<file path="config.mk">
export PLATFORM = sky130hd
export DESIGN_NAME = bus_response_flat
export DESIGN_NICKNAME = d
export VERILOG_FILES = /design/src/rtl/soc_bus_pkg.sv /design/src/rtl/periph_bus_if.sv /design/src/rtl/bus_response.sv /design/src/flat_wrapper.sv
export VERILOG_INCLUDE_DIRS = /design/src /design/src/rtl
export SDC_FILE = /design/constraint.sdc
export NUM_CORES = 1
export LEC_CHECK = 0
export ABC_AREA = 1
export BUFFER_PORTS_ARGS = -buffer_cell sky130_fd_sc_hd__buf_2
export CAP_MARGIN = 25
export CORE_UTILIZATION = 45
export DETAILED_ROUTE_END_ITERATION = 8
export PLACE_DENSITY = 0.79
export SLEW_MARGIN = 5
export SYNTH_ARGS = -nofsm -noshare
export SYNTH_HDL_FRONTEND = slang
export SYNTH_SLANG_ARGS = --single-unit
export TNS_END_PERCENT = 1
</file>
<file path="constraint.sdc">
create_clock -name clk_50mhz -period 2.1 [get_ports clk_50mhz]
set_input_delay 0.105 -clock clk_50mhz [delete_from_list [all_inputs] [get_ports clk_50mhz]]
set_output_delay 0.105 -clock clk_50mhz [all_outputs]
set_load 0.02 [all_outputs]
</file>
<file path="src/rtl/soc_macros.svh">
// Bus widths, region map and pad scan timing, included wherever a width or base address is needed
`ifndef SOC_MACROS_SVH
`define SOC_MACROS_SVH

// Wishbone widths
`define SOC_ADDR_W 32
`define SOC_DATA_W 32
`define SOC_SEL_W 4

// Region base addresses
`define PAD_BASE 32'h0200_0200
`define TICK_BASE 32'h0200_0300
`define CONF_BASE 32'h0200_0400

// Region sizes as byte address bits
`define PAD_SPAN_BITS 2
`define TICK_SPAN_BITS 8
`define CONF_SPAN_BITS 10

// Config memory depth in words
`define CONF_DEPTH 256

// One pad tick is 2**PAD_DIV_BITS clocks
`define PAD_DIV_BITS 9

`endif

</file>
<file path="src/rtl/soc_bus_pkg.sv">
// Bus types shared by the decoder, the targets and the response stage
`include "soc_macros.svh"

package soc_bus_pkg;

	// Region selected by the decoder
	typedef enum logic [1:0] {
		tgt_none,
		tgt_pad,
		tgt_tick,
		tgt_conf
	} bus_target_e;

	// One decoded request, addr holds the word address
	typedef struct packed {
		logic [`SOC_ADDR_W-1:0] addr;
		logic [`SOC_DATA_W-1:0] wdata;
		logic [`SOC_SEL_W-1:0] sel;
		logic we;
	} bus_req_t;

endpackage

</file>
<file path="src/rtl/periph_bus_if.sv">
// Decoded request from the decoder to the targets, plus their read data for the response stage
`timescale 1ns/10ps
`include "soc_macros.svh"

interface periph_bus_if import soc_bus_pkg::*; ();
	logic valid;
	bus_target_e target;
	bus_req_t req;
	logic [`SOC_DATA_W-1:0] conf_rdata;
	logic [`SOC_DATA_W-1:0] pad_rdata;

	modport decoder (output valid, output target, output req);

	modport conf (input valid, input target, input req, output conf_rdata);

	modport pad (output pad_rdata);

	modport response (
		input valid,
		input target,
		input req,
		input conf_rdata,
		input pad_rdata
	);
endinterface

</file>
<file path="src/rtl/bus_response.sv">
// Result stage that picks the read data, keeps the tick counter and answers with ack or err
`timescale 1ns/10ps
`include "soc_macros.svh"

module bus_response import soc_bus_pkg::*; (
	input logic clk_50mhz,
	input logic resetn,
	periph_bus_if.response bus,
	output logic [`SOC_DATA_W-1:0] wb_dat_r,
	output logic wb_ack,
	output logic wb_err,
	output logic done
);
	logic valid_q;
	bus_target_e target_q;
	logic we_q;
	logic [`SOC_DATA_W-1:0] tick_cnt;
	logic [`SOC_DATA_W-1:0] hold_q;
	logic ok;

	// System tick, counts every clock since reset
	always_ff @(posedge clk_50mhz) begin
		if (!resetn)
			tick_cnt <= '0;
		else
			tick_cnt <= tick_cnt + 1'b1;
	end

	always_ff @(posedge clk_50mhz) begin
		if (!resetn)
			valid_q <= 1'b0;
		else
			valid_q <= bus.valid;
	end

	always_ff @(posedge clk_50mhz) begin
		if (bus.valid) begin
			target_q <= bus.target;
			we_q <= bus.req.we;
			hold_q <= (bus.target == tgt_tick) ? tick_cnt : bus.pad_rdata;
		end
	end

	always_comb begin
		case (target_q)
			tgt_conf: wb_dat_r = bus.conf_rdata;
			tgt_tick, tgt_pad: wb_dat_r = hold_q;
			default: wb_dat_r = '0;
		endcase
	end

	// Tick and pad are read only
	assign ok = target_q == tgt_conf || (target_q != tgt_none && !we_q);
	assign wb_ack = valid_q && ok;
	assign wb_err = valid_q && !ok;
	assign done = valid_q;
endmodule

</file>
<file path="src/flat_wrapper.sv">
// flat-port wrapper written by rule: the top's interface ports become plain ports
module bus_response_flat import soc_bus_pkg::*;
  (clk_50mhz, resetn, wb_dat_r, wb_ack, wb_err, done, bus_valid, bus_target, bus_req, bus_conf_rdata, bus_pad_rdata);
  periph_bus_if bus_i ();
  input logic clk_50mhz;
  input logic resetn;
  output logic [`SOC_DATA_W-1:0] wb_dat_r;
  output logic wb_ack;
  output logic wb_err;
  output logic done;
  input wire logic [$bits(bus_i.valid)-1:0] bus_valid;
  input wire logic [$bits(bus_i.target)-1:0] bus_target;
  input wire logic [$bits(bus_i.req)-1:0] bus_req;
  input wire logic [$bits(bus_i.conf_rdata)-1:0] bus_conf_rdata;
  input wire logic [$bits(bus_i.pad_rdata)-1:0] bus_pad_rdata;
  assign bus_i.valid = bus_valid;
  assign bus_i.target = bus_target;
  assign bus_i.req = bus_req;
  assign bus_i.conf_rdata = bus_conf_rdata;
  assign bus_i.pad_rdata = bus_pad_rdata;
  bus_response u_core (.clk_50mhz(clk_50mhz), .resetn(resetn), .bus(bus_i), .wb_dat_r(wb_dat_r), .wb_ack(wb_ack), .wb_err(wb_err), .done(done));
endmodule
</file>
After elaboration in Yosys (flattened, before gate mapping)
Index checks and enable logic that the tools add are counted.
{"block": "op_classes", "n_addsub": 1, "n_eq_ne": 4, "n_mux": 2, "reduce_logical": 8}
{"cell": "$pmux W32 S2", "count": 1}
{"cell": "$add A32 B1 Y32 const B", "count": 1}
{"cell": "$mux W32", "count": 1}
{"cell": "$eq A2 B2 Y1 const B", "count": 3}
{"cell": "$logic_and A1 B1 Y1", "count": 3}
{"cell": "$eq A2 B1 Y1 const B", "count": 1}
{"cell": "$logic_not A1 Y1", "count": 2}
{"cell": "$reduce_bool A2 Y1", "count": 1}
{"cell": "$reduce_or A2 Y1", "count": 1}
{"cell": "$logic_or A1 B1 Y1", "count": 1}
{"block": "word_totals", "reg_bits": 68, "in_bits": 138, "word_cells": 20}

Logic depth before layout (Yosys ltp)
{"block": "logic_depth", "word_depth": 5, "ltp_mapped": 8}

Worst setup path after synthesis
No wires, ideal clock.
{"block": "synth_timing", "kind": "reg-to-output", "from": "register u_core.target_q[0]", "to": "output port wb_err", "arrival_time_ns": 1.415, "path_slack_ns": 0.580, "path_stages_with_launch": 5, "path_buffers": 2, "path_cell_list": "edfxtp_1 ha_1 buf_2 clkbuf_1 nor3_1"}
{"block": "synth_between", "elab_chain_len": 5}
{"element": "from (decl)", "line": "bus_response.sv:15", "text": "bus_target_e target_q;"}
{"element": "from (signal assigned)", "line": "bus_response.sv:38", "text": "target_q <= bus.target;"}
{"element": "$reduce_bool A2 Y1", "line": "bus_response.sv:53", "text": "assign ok = target_q == tgt_conf || (target_q != tgt_none && !we_q);"}
{"element": "$logic_and A1 B1 Y1", "line": "bus_response.sv:53"}
{"element": "$logic_or A1 B1 Y1 (*)", "line": "bus_response.sv:53"}
{"element": "$logic_not A1 Y1 (*)", "line": "bus_response.sv:55", "text": "assign wb_err = valid_q && !ok;"}
{"element": "$logic_and A1 B1 Y1 (*)", "line": "bus_response.sv:55"}
{"element": "to (decl)", "line": "flat_wrapper.sv:9", "text": "output logic wb_err;"}
Mark *: on every way between the ends. The rest lies on a longest branch, timed or not.

Final worst setup path
{"block": "layout_timing", "from": "register u_core.target_q[1]", "to": "output port wb_dat_r[25]"}
{"block": "layout_between", "elab_chain_len": 3}
{"element": "$eq A2 B2 Y1 / $eq A2 B1 Y1 (equally long branches)", "line": "bus_response.sv:45", "text": "case (target_q)"}
{"element": "$reduce_or A2 Y1", "line": "bus_response.sv:45"}
{"element": "$pmux W32 S2 (*)", "line": "bus_response.sv:45"}
{"element": "to (decl)", "line": "flat_wrapper.sv:7", "text": "output logic [`SOC_DATA_W-1:0] wb_dat_r;"}
Marks and branches as above.

==> metrics <==
Final Hold Fails=0; pwr dens=between 700 and 800 mW/mm^2; slew at the pin closest to its max-slew limit=around 750 ps; RSZ-0062 raised after global routing=false; Filler cells=just under 700; Crit Reg-Reg Endpoint=u_core.tick_cnt[30]$_SDFF_PN0_; Sink Count=68; Max transition margin=50.1%; vias=3351; status=complete, no violations; Top delay family on crit path=buffers and inverters; EDFF count, synth=35; Post-Syn Area=approximately 0.0037 mm^2; critical path's slowest cell=edfxtp_1; hold wc startpoint=bus_pad_rdata[3]; syn_nets=around 600; total power=3.42 mW; die area=~0.0086 mm^2; post-CTS resize count=0; detailed placer's ending HPWL=between 6 and 7 mm; die height=92.7 um; vias per inst=around 5; Syn. warnings=0; wire per inst=about 13 um; Skew-Pair Late Insertion Delay=approximately 350 ps; maximum clock rate=around 530 MHz; largest net degree at the start of global routing=40; Clock Pin Slew Worst Setup and Hold Paths=~70 ps; GRT Util Overall=21.2%; Final Skew=approximately 7.7 ps; Die W=around 93 um; R2R depth=8; setup slack, reg-to-reg=670 ps; sequential area share after synthesis=between 40% and 50%; Clock Path Buffers=2; initial DRC count=approximately 230; Worst path max stage delay=360 ps; Reg area=approximately 0.0017 mm^2; P&R area growth vs syn=24.5%; I/O pins=between 150 and 200; initial antenna violation count=0; drt pass-1 iters=4; Cells after DPL=about 650; Max VDD drop=between 300 and 400 uV; CP startpoint=u_core.target_q[1]$_DFFE_PP_; # rows=32; proportion of layout cells with a drive suffix above 1=between 30% and 40%; MaxCap Viol Count=0; critical path required time=2000 ps; #FFs+latches synth=~70; Mapped Cells=460; Finished Layout Cells=around 670; grt ovf=0; max-slew violations=0; sum of negative setup slack=0 ps; Final min period=between 1500 and 2000 ps; critical path class=flop to primary output; area of the multi-input gates=between 0.0015 and 0.002 mm^2; DRC=0; CP Capture Type=primary output; Routed WL=around 8.8 mm; H-tree Lvls=3; worst-path fanout max=32; ANT nets after route=0; worst-path cell chain=inv_1 -> ha_1 -> buf_4 -> nand2_1 -> a21oi_1 -> buf_2; Synth async-reset ratio=0%; Setup Viol. Count Final=0; core area=0.00785 mm^2; Worst setup SP type=flop; Reg-to-Reg Start=u_core.tick_cnt[1]$_SDFF_PN0_; Root Buffer=clkbuf_8; Worst Hold Depth=3; Nets=around 710; worst path buffer plus inverter count=3; TritonCTS clock tree=yes; Final GP Congestion=between 0.8 and 0.9; IO buf count=approximately 100; Final Cycle Share=90.2%; Lkg Pwr=about 2.0 nW; Hold Crit Class=input pin to flop; Hold EP=u_core.hold_q[3]$_DFFE_PP_; synth unique cells=23; antenna cells=0; dominant synthesized flop cell=edfxtp_1; Starting Density=47.2%; CTS buffer count=9; global-route wire length before repair=14.0 mm; CP Data Arrival Time=roughly 1800 ps; vias in the first global route=a little over 3k; mean post-synth cell area=between 8 and 9 um^2
[layout make-up]
class                           count  area share [%]
Clock inverter                      6            2.96
Tap cell                          102            2.77
Multi-Input combinational cell    342            39.0
Clock buffer                       10            2.77
Inverter                           32            2.61
Sequential cell                    68            37.1
Timing Repair Buffer              112            12.8
[report_power, final]
group	internal, mW	switching [mW]	total [mW]	leakage (nW)
clock	0.911	0.493	1.40	0.127
combinational	0.200	0.328	0.528	1.31
sequential	1.46	0.0225	1.48	0.612
[what timing repair did]
action                                 in CTS  in global routing
endpoints found under the hold margin       3                  0
buffers inserted                            0                  0
hold buffers                                3                  0
[cell usage in the layout, fill, tap and decap left out]
| master | synthesis | layout |
|---|---|---|
| buf_4 | 0 | 5 |
| clkinv_4 | 0 | 1 |
| nor2_1 | 52 | 52 |
| nand2_2 | 9 | 9 |
| nand2_4 | 2 | 2 |
| clkbuf_8 | 0 | 9 |
| nor2_8 | 5 | 5 |
| clkinvlp_4 | 0 | 1 |
| inv_1 | 29 | 29 |
| o21a_1 | 2 | 2 |
| buf_2 | 4 | 104 |
| nand3_1 | 16 | 16 |
| and3_1 | 2 | 2 |
| dfxtp_1 | 33 | 33 |
| o21ai_0 | 18 | 18 |
| o21ai_1 | 5 | 5 |
| nor2_4 | 7 | 7 |
| inv_2 | 3 | 3 |
| edfxtp_1 | 35 | 35 |
| nand2_8 | 2 | 2 |
| dlygate4sd3_1 | 0 | 3 |
| bufinv_16 | 0 | 4 |
| mux2_2 | 19 | 19 |
| clkbuf_1 | 14 | 1 |
| a21oi_1 | 55 | 55 |
| nand2_1 | 138 | 138 |
| nor2_2 | 3 | 3 |
| ha_1 | 3 | 3 |
| nor3_1 | 4 | 4 |
[stage by stage]
stage	setup slack (ps)	hold slack, ps	utilization [%]	area [um^2]
CTS	188	34.9	58.8	4610
detailed placement	581	295	55.0	4320
finish	205	49.2	58.8	4610
global placement	618	297	55.0	4320
floorplan	580	203	-	3700
global route	94.0	46.2	58.8	4610
[flip-flops by register name (all words and copies together) (netlist names)]
name             count
u_core.target_q      2
u_core.tick_cnt     32
u_core.we_q          1
u_core.hold_q       32
u_core.done          1
[Yosys cell counts, types with 7 or more instances]
library cell | count | share of area (%)
nand2_1 | 138 | 14
a21oi_1 | 55 | 7.4
nor2_1 | 52 | 5.3
edfxtp_1 | 35 | 28
dfxtp_1 | 33 | 18
inv_1 | 29 | 2.9
mux2_2 | 19 | 5.8
o21ai_0 | 18 | 2.4
nand3_1 | 16 | 2.2
clkbuf_1 | 14 | 1.4
nand2_2 | 9 | 1.5
nor2_4 | 7 | 2.1
[cell families (layout without fill, tap and decap cells)]
logic type / Yosys count / after routing / synth area share [%]
flops: 68 / 68 / 46.2
fa+ha+maj: 3 / 3 / 1.01
buf+inv: 50 / 160 / 5.20
simple gates: 240 / 240 / 30.8
mux: 19 / 19 / 5.78
compound gates: 80 / 80 / 10.9
[metal layers]
layer	part of all wire, %	track usage [%]	vias to the layer above
met5	0	0	-
met4	1.8	7.69	0
met3	6.5	5.09	14
met2	50	36.9	120
met1	42	25.2	1503
li1	-	-	1714
[how the worst max path moves through the flow]
stage,to,slack (ps),depth (start not counted)
after floorplan,wb_err,580,4
after global placement,u_core.hold_q[5]$_DFFE_PP_,620,6
after detailed placement,wb_dat_r[4],580,6
after CTS,wb_dat_r[4],190,6
after global routing,wb_dat_r[25],90,6
final,wb_dat_r[25],210,6
[worst min-delay path: cells and delay by family]
family,cells,cell delay (ps)
compound gates,1,70
simple gates,1,40
buf+inv,1,80
No activity file was read; power rests on OpenSTA's default activity.
