$ cat src/rtl/soc_macros.svh
// Bus widths, region map and pad scan timing, included wherever a width or base address is needed
`ifndef SOC_MACROS_SVH
`define SOC_MACROS_SVH

// Wishbone widths
`define SOC_ADDR_W 32
`define SOC_DATA_W 32
`define SOC_SEL_W 4

// Region base addresses
`define PAD_BASE 32'h0200_0200
`define TICK_BASE 32'h0200_0300
`define CONF_BASE 32'h0200_0400

// Region sizes as byte address bits
`define PAD_SPAN_BITS 2
`define TICK_SPAN_BITS 8
`define CONF_SPAN_BITS 10

// Config memory depth in words
`define CONF_DEPTH 256

// One pad tick is 2**PAD_DIV_BITS clocks
`define PAD_DIV_BITS 9

`endif

$ cat src/rtl/soc_bus_pkg.sv
// Bus types shared by the decoder, the targets and the response stage
`include "soc_macros.svh"

package soc_bus_pkg;

	// Region selected by the decoder
	typedef enum logic [1:0] {
		tgt_none,
		tgt_pad,
		tgt_tick,
		tgt_conf
	} bus_target_e;

	// One decoded request, addr holds the word address
	typedef struct packed {
		logic [`SOC_ADDR_W-1:0] addr;
		logic [`SOC_DATA_W-1:0] wdata;
		logic [`SOC_SEL_W-1:0] sel;
		logic we;
	} bus_req_t;

endpackage

$ cat src/rtl/pad_pkg.sv
// Types for the serial game pad scanner
package pad_pkg;

	// Scan sequence, one state per group of pad ticks
	typedef enum logic [1:0] {
		pad_idle,
		pad_latch,
		pad_shift,
		pad_done
	} pad_state_e;

	// Button bits of one pad, 1 means pressed
	typedef logic [7:0] pad_byte_t;

endpackage

$ cat src/rtl/periph_bus_if.sv
// Decoded request from the decoder to the targets, plus their read data for the response stage
`timescale 1ns/10ps
`include "soc_macros.svh"

interface periph_bus_if import soc_bus_pkg::*; ();
	logic valid;
	bus_target_e target;
	bus_req_t req;
	logic [`SOC_DATA_W-1:0] conf_rdata;
	logic [`SOC_DATA_W-1:0] pad_rdata;

	modport decoder (output valid, output target, output req);

	modport conf (input valid, input target, input req, output conf_rdata);

	modport pad (output pad_rdata);

	modport response (
		input valid,
		input target,
		input req,
		input conf_rdata,
		input pad_rdata
	);
endinterface

$ cat src/rtl/pad_reader.sv
// Continuous scanner for two serial game pads, holds the last complete button bytes
`timescale 1ns/10ps
`include "soc_macros.svh"

module pad_reader import pad_pkg::*; (
	input logic clk_50mhz,
	input logic resetn,
	input logic c1data,
	input logic c2data,
	output logic c1clock,
	output logic c1latch,
	output logic c2clock,
	output logic c2latch,
	periph_bus_if.pad bus
);
	logic [`PAD_DIV_BITS-1:0] div;
	logic tick;
	pad_state_e state;
	logic phase;
	logic [2:0] bit_cnt;
	pad_byte_t sr0;
	pad_byte_t sr1;
	pad_byte_t pad0;
	pad_byte_t pad1;

	assign tick = &div;

	always_ff @(posedge clk_50mhz) begin
		if (!resetn)
			div <= '0;
		else
			div <= div + 1'b1;
	end

	// phase 0 is the low half of a bit, 1 the high half
	always_ff @(posedge clk_50mhz) begin
		if (!resetn) begin
			state <= pad_idle;
			phase <= 1'b0;
			bit_cnt <= 3'd0;
			pad0 <= '0;
			pad1 <= '0;
		end else if (tick) begin
			case (state)
				pad_idle: state <= pad_latch;
				pad_latch: begin
					state <= pad_shift;
					phase <= 1'b0;
					bit_cnt <= 3'd0;
				end
				pad_shift: begin
					phase <= !phase;
					if (phase) begin
						bit_cnt <= bit_cnt + 3'd1;
						if (bit_cnt == 3'd7)
							state <= pad_done;
					end
				end
				pad_done: begin
					pad0 <= sr0;
					pad1 <= sr1;
					state <= pad_idle;
				end
			endcase
		end
	end

	// Sample at the end of the low half, pads are active low
	always_ff @(posedge clk_50mhz) begin
		if (tick && state == pad_shift && !phase) begin
			sr0 <= {~c1data, sr0[7:1]};
			sr1 <= {~c2data, sr1[7:1]};
		end
	end

	assign c1latch = state == pad_latch;
	assign c2latch = state == pad_latch;
	assign c1clock = state == pad_shift && phase;
	assign c2clock = state == pad_shift && phase;

	assign bus.pad_rdata = {{(`SOC_DATA_W - 16){1'b0}}, pad1, pad0};
endmodule

$ cat src/flat_wrapper.sv
// flat-port wrapper written by rule: the top's interface ports become plain ports
module pad_reader_flat import pad_pkg::*;
  (clk_50mhz, resetn, c1data, c2data, c1clock, c1latch, c2clock, c2latch, bus_pad_rdata);
  periph_bus_if bus_i ();
  input logic clk_50mhz;
  input logic resetn;
  input logic c1data;
  input logic c2data;
  output logic c1clock;
  output logic c1latch;
  output logic c2clock;
  output logic c2latch;
  output wire logic [$bits(bus_i.pad_rdata)-1:0] bus_pad_rdata;
  assign bus_pad_rdata = bus_i.pad_rdata;
  pad_reader u_core (.clk_50mhz(clk_50mhz), .resetn(resetn), .c1data(c1data), .c2data(c2data), .c1clock(c1clock), .c1latch(c1latch), .c2clock(c2clock), .c2latch(c2latch), .bus(bus_i));
endmodule
$ cat config.mk
export PLATFORM = sky130hd
export DESIGN_NAME = pad_reader_flat
export DESIGN_NICKNAME = d
export VERILOG_FILES = /design/src/rtl/soc_bus_pkg.sv /design/src/rtl/pad_pkg.sv /design/src/rtl/periph_bus_if.sv /design/src/rtl/pad_reader.sv /design/src/flat_wrapper.sv
export VERILOG_INCLUDE_DIRS = /design/src /design/src/rtl
export SDC_FILE = /design/constraint.sdc
export NUM_CORES = 1
export LEC_CHECK = 0
export ABC_AREA = 1
export BUFFER_PORTS_ARGS = -buffer_cell sky130_fd_sc_hd__buf_2
export CAP_MARGIN = 10
export CORE_MARGIN = 3
export CORE_UTILIZATION = 40
export CTS_CLUSTER_SIZE = 10
export DETAILED_ROUTE_END_ITERATION = 6
export GPL_TIMING_DRIVEN = 0
export PLACE_DENSITY = 0.59
export SETUP_SLACK_MARGIN = 0.2
export SLEW_MARGIN = 10
export SYNTH_ARGS = -nofsm -noshare
export SYNTH_HDL_FRONTEND = slang
export SYNTH_SLANG_ARGS = --single-unit
$ cat constraint.sdc
create_clock -name clk_50mhz -period 5.1 [get_ports clk_50mhz]
set_input_delay 1.275 -clock clk_50mhz [delete_from_list [all_inputs] [get_ports clk_50mhz]]
set_output_delay 1.275 -clock clk_50mhz [all_outputs]
set_load 0.1 [all_outputs]
# == After elaboration in Yosys (flattened, before gate mapping) ==
# Cells that the tools add are included.
# word_totals
regBits,47
latch_bits,0
ramBits,0
romBits,0
in_bits,4
output_inout_bits,36
wordCells,35
n_memories,0
# op_classes
addsub,2
n_mul,0
div_mod_pow,0
order_cmp,0
eq_ne,6
n_shift,0
mux,6
n_bitwise,2
reduce_logical,11
# ops
op,n
AND reduction 11 bit,2
AND reduction 10 bit,2
adder 9 x 1 -> 9 bit (second input constant),1
AND reduction 9 bit,1
case mux 2 bit (4 select lines),1
case mux 3 bit (2 select lines),1
== test 2 bit (second input constant),2
two-way mux 2 bit,2
!= test 2 x 1 -> 1 bit (second input constant),2
adder 3 x 1 -> 3 bit (second input constant),1
== test 3 bit (second input constant),1
logical AND 1 bit,3
two-way mux 3 bit,1
== test 2 x 1 -> 1 bit (second input constant),1
logical NOT 2 bit,1
NOT 1 bit,2
case mux 1 bit (2 select lines),1
nonzero test 2 bit,1
logical NOT 1 bit,1

# == Depth between registers and ports, before layout ==
# logic_depth
depth_word,4
ltp_mapped,9
mapped_depth_nobuf,9

# == Worst setup path after synthesis ==
# No wires, ideal clock.
# synth_timing
path_type,register -> output
start,register u_core.state[0]
end,output c2clock
t_arrival_ps,1705
t_required_ps,3825
slack_ps,2120
stages_incl_launch_ff,6
path_buffers,1
path_cell_list,dfxtp_1 inv_1 ha_1 nand2_1 inv_1 buf_4
# synth_via
elab_chain_cells,2
# synth_rtl
item,line_no,rtl
start: declaration,pad_reader.sv:18,pad_state_e state;
start signal: assignment,pad_reader.sv:38,state <= pad_idle;
start signal: assignment,pad_reader.sv:45,pad_idle: state <= pad_latch;
start signal: assignment,pad_reader.sv:47,state <= pad_shift;
== test 2 bit,--,
logical AND 1 bit,--,
end: declaration,flat_wrapper.sv:11,output logic c2clock;
# No other way between the ends.

# == Worst setup path after layout ==
# layout_timing
start,register u_core.state[0]
end,output c2clock
# layout_via
elab_chain_cells,2
# layout_rtl
item,line_no,rtl
== test 2 bit,pad_reader.sv:79,assign c2clock = state == pad_shift && phase;
logical AND 1 bit,pad_reader.sv:79,
# No other way between the ends.

==> parameters.txt <==
Parameter                              Value

Die
  Number of top-level pins    40
  Initial core utilization    43.1%
  Die footprint    6190 um2
  Placement Rows    25
  Area of the core    4910 um2
  Die width    78.7 um
  Floorplan die height    78.7 um

Worst setup path
  Maximum cell stage delay along the critical path    410 ps
  Slowest library cell on the worst path    sky130_fd_sc_hd__buf_2
  Largest delay contributor family on the critical path    buffers and inverters
  Arrival @ worst endpoint    1700 ps
  Capturing element type of the critical path    output pin
  Worst path most repeated cell    sky130_fd_sc_hd__inv_1
  CP cell instances    inv_1, ha_1, nand2_1, inv_1, buf_4, buf_2
  Maximum fanout along the worst path    5
  Critical path start-end classification    flip-flop to output pin
  Worst path buffer plus inverter count    4
  Endpoint required time on the critical path    3830 ps
  Kind of start point of the critical path    flip-flop

Drt
  Total wire length after detailed routing    3470 um
  Antenna-violating nets left    0
  Routed wirelength normalized by instance count    9.42 um
  Number of design-rule violations left by the first detailed-router iteration    74
  DRC violations left    0
  Router iterations before antenna repair    4
  Overall via count from detail_route    1521
  Vias per cell    4.13

Clock tree
  Number of buffers inserted during clock tree synthesis    5
  Clock-pin slew on the worst setup and hold paths    100 ps
  Hold-fix buffers at CTS    0
  Post-CTS Resized    0
  Clock sink count    47
  Insertion delay to the later sink of the worst-skew pair    300 ps
  Count of H-tree levels built during CTS    2
  TritonCTS clock tree    built
  Post CTS Setup Buffer Count    0
  Clock Tree Buf Depth    2
  Buffer cell driving the clock tree root    sky130_fd_sc_hd__clkbuf_8

Yosys
  Cell Area, Synth    2110 um2
  Share of synthesized area occupied by flip-flops and latches    52.1%
  Synth Warn #    0
  Count of state elements after synthesis    47
  Synth Flop Type    sky130_fd_sc_hd__dfxtp_1
  Post-synth ARST share    0%
  Distinct cell type count of the synthesized netlist    22
  Synth Instances    256
  Number of enable-type register cells in the synthesized netlist    16
  Average footprint of a synthesized cell    8.26 um2

Timing
  Tmin final    2970 ps
  Sum of negative setup slack    0 ps
  Relative slew slack    48.8%
  Unrepaired setup endpoints after global routing    no
  Fmax achieved    336 MHz
  Count of pins over their slew limit    0
  Setup ws final    2130 ps
  Maximum clock skew at final layout    7.13 ps
  Pin slew with the least headroom to its limit    767 ps
  Share of the cycle needed by the critical path after routing    58.3%
  Count of final hold-check violations    0
  Total of endpoints with negative setup slack in the final report    0

Pwr
  Internal power    0.000500 W
  Power density normalized to cell area    283 nW/um2
  Net switching power    0.000197 W
  Static leakage    1.25 nW
  Maximum vdd drop    0.206 mV
  Fraction of power consumed by the clock network    34.1%
  Share of total power consumed by net switching    28.2%
  Portion of total power attributed to combinational logic    10.2%
  Register share of total power    55.7%

Global route
  Vias in the first global route    1342
  Initial antenna violation count    0
  Final global-route overflow total    0
  First-pass GRT wire length    5870 um
  Maximum number of pins on one net before global-route repair    18
  Combined global-route utilization of all metal layers    12.0%

Placed design
  Routability cong.    0.764
  Setup WS pre-CTS    2460 ps
  Number of I/O port buffers    22
  Detailed placement HPWL    2490 um

Hold path
  Worst Hold Class    flip-flop to flip-flop

Status
  Result of the run    completed

Flow run
  Number of max-cap violations    0

Layout
  Post-layout net count    313
  Fraction of final layout cells sized beyond drive strength 1    19.3%
  Layout Area Growth over Synthesis    16.5%
  Final antenna diode count    0
==> logic make-up after synthesis <==
family          count (synthesis)  share of synthesized area, %
buf+inv                        60                          14.7
compound gates                  8                          1.89
flops                          47                          52.1
other cells                     1                         0.177
xor+xnor                        2                         0.829
fa+ha+maj                       9                          5.33
simple gates                  129                          25.0
==> worst register-to-register path: stages, from the launching register on <==
cell and delay, ps:
sky130_fd_sc_hd__dfxtp_1 360, sky130_fd_sc_hd__ha_1 200, sky130_fd_sc_hd__nand2_1 60, sky130_fd_sc_hd__inv_1 90
sky130_fd_sc_hd__nand3_1 150, sky130_fd_sc_hd__nor3_1 190, sky130_fd_sc_hd__ha_1 170, sky130_fd_sc_hd__nand2_1 60
sky130_fd_sc_hd__nor2_2 600
==> placed cells by master, fill, tap and decap left out <==
cell and count:
sky130_fd_sc_hd__a21oi_1 6, sky130_fd_sc_hd__buf_2 24, sky130_fd_sc_hd__buf_4 18, sky130_fd_sc_hd__buf_6 2, sky130_fd_sc_hd__clkbuf_1 2, sky130_fd_sc_hd__clkbuf_8 5
sky130_fd_sc_hd__clkinvlp_4 1, sky130_fd_sc_hd__conb_1 16, sky130_fd_sc_hd__dfxtp_1 31, sky130_fd_sc_hd__edfxtp_1 16, sky130_fd_sc_hd__ha_1 9, sky130_fd_sc_hd__inv_1 35
sky130_fd_sc_hd__inv_2 1, sky130_fd_sc_hd__inv_6 1, sky130_fd_sc_hd__inv_8 1, sky130_fd_sc_hd__nand2_1 59, sky130_fd_sc_hd__nand2_2 1, sky130_fd_sc_hd__nand3_1 9
sky130_fd_sc_hd__nand3_4 1, sky130_fd_sc_hd__nand4_1 2, sky130_fd_sc_hd__nor2_1 52, sky130_fd_sc_hd__nor2_2 2, sky130_fd_sc_hd__nor2_4 1, sky130_fd_sc_hd__nor3_1 2
sky130_fd_sc_hd__o21ai_0 2, sky130_fd_sc_hd__xor2_1 2
==> worst paths after layout <==
check                        from             to  slack, ps  cells past startpoint
setup / recovery  u_core.state[0]        c2clock       2130                      6
setup reg to reg    u_core.div[0]  u_core.sr0[4]       2870                      8
hold / removal      u_core.sr0[7]  u_core.sr0[6]        460                      0
hold reg to reg     u_core.sr0[7]  u_core.sr0[6]        460                      0
==> per-layer routing <==
metal / vias up / part of all wire [%] / track usage [%]
li1: 829 / - / -
met1: 657 / 49 / 16.2
met2: 33 / 44 / 18.7
met3: 2 / 6.0 / 3.06
met4: 0 / 0.29 / 4.20
met5: - / 0 / 0
==> layout make-up <==
type	count	area (um2)
Buffer	24	175
Clock buffer	5	68.8
Clock inverter	3	27.5
Fill cell	478	2450
Inverter	36	135
Multi-Input combinational cell	164	762
Sequential cell	47	1100
Tap cell	67	83.8
Timing Repair Buffer	22	110
==> cells in the mapped netlist, types with 6 or more instances <==
cell	n	share of area, %
sky130_fd_sc_hd__nand3_1	9	2.1
sky130_fd_sc_hd__inv_1	35	6.2
sky130_fd_sc_hd__buf_4	18	6.4
sky130_fd_sc_hd__dfxtp_1	31	29
sky130_fd_sc_hd__edfxtp_1	16	23
sky130_fd_sc_hd__ha_1	9	5.3
sky130_fd_sc_hd__nand2_1	59	10
sky130_fd_sc_hd__nor2_1	53	9.4
sky130_fd_sc_hd__a21oi_1	6	1.4
==> stage by stage <==
stage                     cells  util (%)  hold WS (ps)  total power [W]  cell area (um2)
after detailed placement    360      48.2           435         0.000467             2360
after CTS                   368      50.1           460         0.000707             2460
after global placement      360      48.2           431         0.000467             2360
after global routing        368      50.2           473         0.000724             2460
after floorplan             271         -           418         0.000464             2170
final                       368      50.2           458         0.000696             2460
==> power by group through the flow <==
stage,clock network [W],registers [W],logic [W]
finish,0.000238,0.000388,0.0000712
global route,0.000262,0.000388,0.0000740
CTS,0.000248,0.000388,0.0000711
detailed placement,0,0.000396,0.0000710
global placement,0,0.000396,0.0000708
floorplan,0,0.000396,0.0000676
==> flip-flops by register name (all words and copies together), names as in the netlist <==
signal / flops
u_core.sr1: 8
u_core.pad1: 8
u_core.bit_cnt: 3
u_core.sr0: 8
u_core.state: 2
u_core.div: 9
u_core.pad0: 8
u_core.phase: 1
(Power assumes the default switching activity.)
